<file path="src/common/adder_tree_pkg.sv">
// shared widths, tap counts, pipeline latencies and the kernel mode for the summing back end
package adder_tree_pkg;

    // word width of a feature, a partial sum and the bias
    localparam int FEATURE_WIDTH = 16;

    // channel tag carried beside the data
    localparam int CHANNEL_NO_WIDTH = 5;

    // one 5x5 window, or two 3x3 kernels plus seven unused taps
    localparam int KERNEL_TAPS = 25;
    localparam int KN3_TAPS = 9;

    // clock cycles per stage
    localparam int TREE_LATENCY = 4;
    localparam int SUMMER_LATENCY = 2;
    localparam int TOTAL_LATENCY = TREE_LATENCY + SUMMER_LATENCY;

    // unsigned, wraps modulo 2**FEATURE_WIDTH
    typedef logic [FEATURE_WIDTH-1:0] feature_t;

    // 5x5 gives one sum per window, 3x3 gives an even and an odd sum
    typedef enum logic {
        KN_MODE_5X5 = 1'b0,
        KN_MODE_3X3 = 1'b1
    } kn_mode_e;

endpackage

</file>
<file path="src/design/channel_bias_summer.sv">
// adds the per-window even and odd sums of one item, then adds the bias, in two stages
`timescale 1ns/1ps

module channel_bias_summer
    import adder_tree_pkg::*;
#(
    parameter int TN = 4
) (
    input  logic              clk,
    input  logic              rst,
    input  feature_t [TN-1:0] i_sums_even,
    input  feature_t [TN-1:0] i_sums_odd,
    input  feature_t          i_bias,
    output feature_t          o_sum_even,
    output feature_t          o_sum_odd
);

    feature_t acc_even;
    feature_t acc_odd;
    feature_t stage1_even;
    feature_t stage1_odd;
    feature_t stage2_even;
    feature_t stage2_odd;

    // window reduction, wraps like the tree
    always_comb begin
        acc_even = '0;
        acc_odd  = '0;
        for (int w = 0; w < TN; w++) begin
            acc_even = acc_even + i_sums_even[w];
            acc_odd  = acc_odd + i_sums_odd[w];
        end
    end

    always_ff @(posedge clk) begin
        if (rst) begin
            stage1_even <= '0;
            stage1_odd  <= '0;
        end else begin
            stage1_even <= acc_even;
            stage1_odd  <= acc_odd;
        end
    end

    // bias goes on both results, in 5x5 mode odd is bias only
    always_ff @(posedge clk) begin
        if (rst) begin
            stage2_even <= '0;
            stage2_odd  <= '0;
        end else begin
            stage2_even <= stage1_even + i_bias;
            stage2_odd  <= stage1_odd + i_bias;
        end
    end

    assign o_sum_even = stage2_even;
    assign o_sum_odd  = stage2_odd;

endmodule

</file>
<file path="src/design/conv_cfg_regs.sv">
// kernel mode and bias registers, loaded by a write strobe while the pipeline is empty
`timescale 1ns/1ps

module conv_cfg_regs
    import adder_tree_pkg::*;
(
    input  logic     clk,
    input  logic     rst,
    input  logic     i_cfg_write,
    input  kn_mode_e i_cfg_mode,
    input  feature_t i_cfg_bias,
    output kn_mode_e o_mode,
    output feature_t o_bias
);

    kn_mode_e mode_q;
    feature_t bias_q;

    // both fields load together, new values seen the cycle after the strobe
    always_ff @(posedge clk) begin
        if (rst) begin
            mode_q <= KN_MODE_5X5;
            bias_q <= '0;
        end else if (i_cfg_write) begin
            mode_q <= i_cfg_mode;
            bias_q <= i_cfg_bias;
        end
    end

    assign o_mode = mode_q;
    assign o_bias = bias_q;

endmodule

</file>
<file path="src/design/conv_sum_top.sv">
// top of the convolution summing back end: config, TN kernel trees, summer, strobe delay
`timescale 1ns/1ps

module conv_sum_top
    import adder_tree_pkg::*;
#(
    parameter int TN = 4
) (
    input  logic                          clk,
    input  logic                          rst,
    input  logic                          i_cfg_write,
    input  kn_mode_e                      i_cfg_mode,
    input  feature_t                      i_cfg_bias,
    input  logic                          i_enable,
    input  logic [CHANNEL_NO_WIDTH-1:0]   i_channel_no,
    input  feature_t [TN*KERNEL_TAPS-1:0] i_features,
    output logic                          o_valid,
    output logic [CHANNEL_NO_WIDTH-1:0]   o_channel_no,
    output feature_t                      o_sum_even,
    output feature_t                      o_sum_odd
);

    kn_mode_e          cfg_mode;
    feature_t          cfg_bias;
    feature_t [TN-1:0] win_sum_even;
    feature_t [TN-1:0] win_sum_odd;

    conv_cfg_regs u_cfg (
        .clk         (clk),
        .rst         (rst),
        .i_cfg_write (i_cfg_write),
        .i_cfg_mode  (i_cfg_mode),
        .i_cfg_bias  (i_cfg_bias),
        .o_mode      (cfg_mode),
        .o_bias      (cfg_bias)
    );

    // one tree per window, window w owns taps w*25 .. w*25+24
    for (genvar w = 0; w < TN; w++) begin : g_tree
        kernel_adder_tree u_tree (
            .clk        (clk),
            .rst        (rst),
            .i_mode     (cfg_mode),
            .i_taps     (i_features[w*KERNEL_TAPS +: KERNEL_TAPS]),
            .o_sum_even (win_sum_even[w]),
            .o_sum_odd  (win_sum_odd[w])
        );
    end

    channel_bias_summer #(
        .TN (TN)
    ) u_summer (
        .clk         (clk),
        .rst         (rst),
        .i_sums_even (win_sum_even),
        .i_sums_odd  (win_sum_odd),
        .i_bias      (cfg_bias),
        .o_sum_even  (o_sum_even),
        .o_sum_odd   (o_sum_odd)
    );

    valid_delay_line #(
        .DEPTH (TOTAL_LATENCY)
    ) u_delay (
        .clk          (clk),
        .rst          (rst),
        .i_enable     (i_enable),
        .i_channel_no (i_channel_no),
        .o_valid      (o_valid),
        .o_channel_no (o_channel_no)
    );

endmodule

</file>
<file path="src/design/kernel_tree/kernel_adder_tree.sv">
// four-stage registered adder tree for one 25-tap window, giving 5x5 and 3x3 kernel sums
`timescale 1ns/1ps

module kernel_adder_tree
    import adder_tree_pkg::*;
(
    input  logic                       clk,
    input  logic                       rst,
    input  kn_mode_e                   i_mode,
    input  feature_t [KERNEL_TAPS-1:0] i_taps,
    output feature_t                   o_sum_even,
    output feature_t                   o_sum_odd
);

    // tap 2*KN3_TAPS onwards only counts in 5x5 mode
    localparam int REST_BASE = 2 * KN3_TAPS;

    // layer 0, per 3x3 kernel two four-tap sums and the ninth tap
    feature_t [1:0][2:0] l0_kn;
    // taps 18..21 and 22..24
    feature_t [1:0]      l0_rest;

    // layer 1, one value per group
    feature_t [1:0]      l1_kn;
    feature_t            l1_rest;

    // layer 2, 5x5 total plus both 3x3 sums carried along
    feature_t            l2_total;
    feature_t [1:0]      l2_kn;

    // layer 3, output registers
    feature_t            l3_total;
    feature_t [1:0]      l3_kn;

    // layer 0
    always_ff @(posedge clk) begin
        if (rst) begin
            l0_kn   <= '0;
            l0_rest <= '0;
        end else begin
            for (int k = 0; k < 2; k++) begin
                l0_kn[k][0] <= i_taps[k*KN3_TAPS + 0] + i_taps[k*KN3_TAPS + 1]
                             + i_taps[k*KN3_TAPS + 2] + i_taps[k*KN3_TAPS + 3];
                l0_kn[k][1] <= i_taps[k*KN3_TAPS + 4] + i_taps[k*KN3_TAPS + 5]
                             + i_taps[k*KN3_TAPS + 6] + i_taps[k*KN3_TAPS + 7];
                // ninth tap just registered through
                l0_kn[k][2] <= i_taps[k*KN3_TAPS + 8];
            end
            l0_rest[0] <= i_taps[REST_BASE + 0] + i_taps[REST_BASE + 1]
                        + i_taps[REST_BASE + 2] + i_taps[REST_BASE + 3];
            l0_rest[1] <= i_taps[REST_BASE + 4] + i_taps[REST_BASE + 5]
                        + i_taps[REST_BASE + 6];
        end
    end

    // layer 1
    always_ff @(posedge clk) begin
        if (rst) begin
            l1_kn   <= '0;
            l1_rest <= '0;
        end else begin
            for (int k = 0; k < 2; k++) begin
                l1_kn[k] <= l0_kn[k][0] + l0_kn[k][1] + l0_kn[k][2];
            end
            l1_rest <= l0_rest[0] + l0_rest[1];
        end
    end

    // layer 2
    always_ff @(posedge clk) begin
        if (rst) begin
            l2_total <= '0;
            l2_kn    <= '0;
        end else begin
            l2_total <= l1_kn[0] + l1_kn[1] + l1_rest;
            l2_kn    <= l1_kn;
        end
    end

    // layer 3
    always_ff @(posedge clk) begin
        if (rst) begin
            l3_total <= '0;
            l3_kn    <= '0;
        end else begin
            l3_total <= l2_total;
            l3_kn    <= l2_kn;
        end
    end

    // mode is static while items are in flight, so select after the last register
    assign o_sum_even = (i_mode == KN_MODE_3X3) ? l3_kn[0] : l3_total;
    assign o_sum_odd  = (i_mode == KN_MODE_3X3) ? l3_kn[1] : '0;

endmodule

</file>
<file path="src/design/valid_delay_line.sv">
// shift register that carries the item strobe and channel number beside the datapath
`timescale 1ns/1ps

module valid_delay_line
    import adder_tree_pkg::*;
#(
    parameter int DEPTH = 6
) (
    input  logic                        clk,
    input  logic                        rst,
    input  logic                        i_enable,
    input  logic [CHANNEL_NO_WIDTH-1:0] i_channel_no,
    output logic                        o_valid,
    output logic [CHANNEL_NO_WIDTH-1:0] o_channel_no
);

    // stage 0 is loaded from the inputs, stage DEPTH-1 drives the outputs
    logic [DEPTH-1:0]                        valid_sr;
    logic [DEPTH-1:0][CHANNEL_NO_WIDTH-1:0] chan_sr;

    always_ff @(posedge clk) begin
        if (rst) begin
            valid_sr <= '0;
            chan_sr  <= '0;
        end else begin
            valid_sr[0] <= i_enable;
            chan_sr[0]  <= i_channel_no;
            for (int s = 1; s < DEPTH; s++) begin
                valid_sr[s] <= valid_sr[s-1];
                chan_sr[s]  <= chan_sr[s-1];
            end
        end
    end

    assign o_valid      = valid_sr[DEPTH-1];
    assign o_channel_no = chan_sr[DEPTH-1];

endmodule

</file>
<file path="config.mk">
export PLATFORM = sky130hd
export DESIGN_NAME = conv_sum_top
export DESIGN_NICKNAME = d
export VERILOG_FILES = /design/src/common/adder_tree_pkg.sv /design/src/design/channel_bias_summer.sv /design/src/design/conv_cfg_regs.sv /design/src/design/conv_sum_top.sv /design/src/design/kernel_tree/kernel_adder_tree.sv /design/src/design/valid_delay_line.sv
export SDC_FILE = /design/constraint.sdc
export NUM_CORES = 2
export LEC_CHECK = 0
export ABC_AREA = 0
export BUFFER_PORTS_ARGS = -buffer_cell sky130_fd_sc_hd__buf_2
export CAP_MARGIN = 20
export CORE_AREA = 2 2 644 646
export DETAILED_ROUTE_END_ITERATION = 16
export DIE_AREA = 0 0 646 648
export GPL_TIMING_DRIVEN = 0
export PLACE_DENSITY_LB_ADDON = 0.1
export RECOVER_POWER = 25
export SETUP_SLACK_MARGIN = 0.1
export SYNTH_ARGS = -nofsm -noshare
export SYNTH_HDL_FRONTEND = slang
export SYNTH_HIERARCHICAL = 1
export SYNTH_SLANG_ARGS = --single-unit
</file>
<file path="constraint.sdc">
create_clock -name clk -period 5.1 [get_ports clk]
set_clock_uncertainty 0.2 [all_clocks]
set_input_delay 1.02 -clock clk [delete_from_list [all_inputs] [get_ports clk]]
set_output_delay 1.02 -clock clk [all_outputs]
set_load 0.03 [all_outputs]
</file>
* After elaboration in Yosys (flattened, before gate mapping) *
Cells that the tools add are included.

cells by class
  muxes and demuxes = 8
  $add $sub $neg = 104

operator list
  kind              count
  $add A16 B16 Y16  104
  $mux W16          8

word-level totals
  output and inout bits = 38
  word-level logic and storage cells = 193
  register bits = 1205
  bits of input ports = 1626

* Depth between registers and ports, before layout *
  word-level depth = 4
  depth in mapped cells = 14
  gate-level depth less buffers = 13

* By module *
Netlist, hierarchy kept.

modules (own cells, without submodules)
  module                                cells an instance  area an instance (um^2)  instances
  kernel_adder_tree (g_tree[1].u_tree)  2146               19842.8                  1
  kernel_adder_tree (g_tree[2].u_tree)  2119               19779.0                  1
  kernel_adder_tree (g_tree[0].u_tree)  2130               19772.7                  1
  kernel_adder_tree (g_tree[3].u_tree)  2087               19501.2                  1
  channel_bias_summer                   716                6206.0                   1
  valid_delay_line                      80                 1032.2                   1
  conv_cfg_regs                         55                 614.3                    1

* Worst setup path after synthesis *
Ideal clock, no wire load.

  path type = reg-to-reg
  start = register u_cfg.mode_q, in the netlist u_cfg/o_mode
  end = register u_summer.stage1_even[13]
  library setup time = 128 ps
  period minus slack after synthesis = 4350 ps
  data arrival time = 4022 ps
  setup slack = 750 ps
  cell stages (with the launch flop) = 15
  cells stage by stage = dfxtp_1 > buf_1 > mux2_2 > inv_1 > fa_1 > inv_1 > fa_1 > ha_1 > fa_1 > a211oi_1 > o211ai_1 > a41oi_1 > a21oi_1 > xnor2_1 > nor2_1

RTL lines
  element                   RTL line                   source
  start: declaration        conv_cfg_regs.sv:16        kn_mode_e mode_q;
  start signal: assignment  conv_cfg_regs.sv:25        mode_q <= i_cfg_mode;
  end signal: assignment    channel_bias_summer.sv:40  stage1_even <= acc_even;
  end: declaration          channel_bias_summer.sv:20  feature_t stage1_even;

==> summary.txt <==
Synth
  • Syn nets: 12.5k
  • Fraction of registers with async set/reset: 0%
  • Synth top cells by count: inv_1 (1897), dfxtp_1 (1205), fa_1 (922), nor2_1 (750), nor2b_1 (648)
  • #FFs+latches synth: 1205
  • Top FF cell, synth: dfxtp_1
  • Area share of the largest cell type after synthesis: 27.8%
  • Yosys cell types: 111
  • Cells after Synth: 9333
  • Register area share after synthesis: 27.8%
  • Synth warn: 6
  • Yosys top cell by area: dfxtp_1
  • Post-synth EDFFs: 0
  • Top cells by area, synth: dfxtp_1 (28%), fa_1 (21%), ha_1 (9.3%)
  • Top-count cell post-synth: inv_1
  • Syn Std Cell Area: 0.0867 mm^2
  • Post-synthesis average cell area: 9.29 um^2

Hold path
  • Min-delay src: i_features[1474]
  • Worst hold path depth: 2
  • Hold Crit Endpoint: g_tree[3].u_tree/l0_kn[82]
  • Hold WC Path Type: input pin to flop

Power and ir drop
  • Leakage Power: 52.3 nW
  • Tot Pwr: 54.5 mW
  • Worst VDD drop: 0.288 mV
  • Power density over the cells: 506 mW/mm^2

Clocking
  • CTS tree: yes
  • Clock transition at path regs: 0.06 ns
  • Htree depth: 4
  • Clk Tree Root Cell: clkbuf_16
  • Hold_buf cts: 0
  • Sinks on Clock Net: 1205
  • CTS buffer count: 160
  • CTS Buffer Depth: 4
  • Clk_lat worst skew: 0.84 ns

Worst setup path
  • Crit Reg-Reg Startpoint: u_cfg/o_mode
  • Worst r2r dst: u_summer/stage1_even[13]
  • Nature of the critical path endpoint: flop
  • Crit path from: u_cfg/o_mode
  • Req. time, crit path: 5.60 ns
  • CP max FO: 13
  • Crit path DAT: 5.31 ns
  • Kind of critical path: flop to flop
  • R2r setup slk: 0.29 ns
  • Reg2reg path depth: 15
  • CP Launch Type: flop

Status
  • Failing checks: max-capacitance violations, max-slew violations
  • Status: finished with violations

Timing
  • Final Hold Violating Endpoints: 0
  • Post-layout min period: 4.81 ns
  • RSZ-0062 raised after global routing: no
  • Worst-Margin Slew: 1.55 ns
  • Slew Viols, Final: 11
  • Setup_tns: 0 ns
  • Setup ws final: 0.291 ns
  • F_max: 208 MHz
  • Worst hold slack: 0.186 ns
  • Final setup fails: 0
  • Slew headroom: -3.38%
  • Final period utilization: 94.3%

Final layout
  • Non-Filler Instances: 16.8k
  • Layout cells sized above 1: 18.7%
  • Register area: 0.0241 mm^2
  • Nets: 14.4k
  • P&R area growth vs syn: 24.1%
  • Post-layout util: 26.1%
  • Final instance area: 0.108 mm^2
  • Fillers: 44.9k
  • Multi-input logic area: 0.0546 mm^2

Placed design
  • Area after DPL: 0.102 mm^2
  • Placed insts: 16.5k
  • Detailed placement HPWL: 294000 um
  • Place WS: -0.715 ns
  • GPL Wtd Cong: 0.858
  • # port buffers: 1662

Detailed routing
  • Final ANT Viol Nets: 0
  • Via count: 68.2k
  • Post-DR wirelength/cell: 19.9 um
  • Post-Route WL: 335000 um
  • DRT Pass-1 Iters: 5
  • Starting DRC count in detailed routing: 2928
  • Detailed-route vias per instance: 4.06
  • DRC violations left: 0

Floorplanning
  • Initial Util: 21.1%
  • Rows: 236
  • Number of top-level pins: 1664
  • Die X: 646 um
  • Die height: 648 um
  • Die Area: 0.419 mm^2
  • Core area: 0.412 mm^2

Global route
  • First-pass GRT wire length: 479000 um
  • Largest net degree at the start of global routing: 28
  • Antenna violations before repair: 120
  • Grt total ovfl: 0
  • Number of global-route vias before repair: 73.6k
  • Total Routing Usage GR: 15.6%

Job
  • Max-cap violation count: 1
cell families after synthesis:
logic type	Yosys count	share of synthesized area (%)
flip-flops	1205	27.8
XOR/XNOR	546	5.51
AND/OR/NAND/NOR	2170	12.7
multiplexers	121	1.54
buffers and inverters	2098	9.22
adder cells (fa/ha/maj)	1566	30.6
AO/OA/AOI/OAI	1627	12.7
flip-flops by register name (all words and copies together) (netlist names):
signal,flops
u_delay/o_channel_no,5
g_tree.u_tree/l2_total,64
u_cfg/o_bias,16
u_delay/valid_sr,6
g_tree.u_tree/l0_rest,128
g_tree.u_tree/l2_kn,128
u_summer/o_sum_odd,16
u_summer/stage1_even,16
g_tree.u_tree/l1_kn,128
u_summer/stage1_odd,16
g_tree.u_tree/l3_total,64
u_delay/chan_sr,25
g_tree.u_tree/l0_kn,384
g_tree.u_tree/l1_rest,64
u_cfg/o_mode,1
g_tree.u_tree/l3_kn,128
u_summer/o_sum_even,16
how the worst max path moves through the flow:
stage / endpoint
after floorplan: u_summer/stage1_even[13]
after global placement: g_tree[0].u_tree/l1_kn[10]
after detailed placement: u_summer/stage1_even[13]
after CTS: u_summer/stage1_even[13]
after global routing: u_summer/stage1_even[13]
final: u_summer/stage1_even[13]
per-layer routing:
metal,up-vias,track usage [%],part of all wire [%]
met5,-,0,0.083
met4,44,4.08,2.7
met3,372,2.35,4.2
met2,1566,26.3,47
met1,32700,20.7,46
li1,33500,-,-
critical path, stage by stage, from the launching register on:
cell	delay [ns]
dfxtp_4	0.43
buf_12	0.22
buf_4	0.22
mux2_2	0.40
inv_1	0.23
fa_1	0.46
inv_1	0.08
fa_1	0.42
ha_1	0.25
fa_1	0.44
a211oi_2	0.28
o211ai_1	0.21
a41oi_2	0.26
a21oi_1	0.13
xnor2_2	0.29
nor2_1	0.10
cells in the final DEF, fill, tap and decap left out, types with 78 or more instances in the layout:
cell	synthesis	routed
xnor2_1	368	366
clkbuf_16	0	162
a211oi_1	164	165
a21oi_1	381	382
ha_1	644	644
dfxtp_1	1205	1204
nor3_1	133	133
nor2b_1	648	649
nor2_1	750	750
a21o_1	239	239
clkbuf_1	142	201
xor2_1	178	177
o21a_1	84	84
nand2_1	240	240
o21ai_0	242	242
fa_1	922	922
and2_1	80	78
inv_1	1897	1896
buf_2	13	1642
where the power goes:
group,switching [mW],internal (mW),total (mW)
registers,1.81,12.1,13.9
clock network,4.61,7.09,11.7
logic,17.0,11.9,28.9
timing repair:
action	CTS	global route
gates resized for setup	8	14
endpoints found under the setup margin	13	8
cloned	0	0
buffers inserted	1	0
pin swaps	1	1
layout make-up:
cell class | instances | area share (%)
diodes | 48 | 0.112
plain buffers | 198 | 0.781
clock buffers | 213 | 4.25
clock inverters | 63 | 0.804
inverters | 1900 | 6.63
multi-input cells | 6030 | 50.8
flip-flops and latches | 1205 | 22.4
well taps | 5474 | 6.36
repair buffers | 1678 | 7.89
No activity file was read; power rests on OpenSTA's default activity.
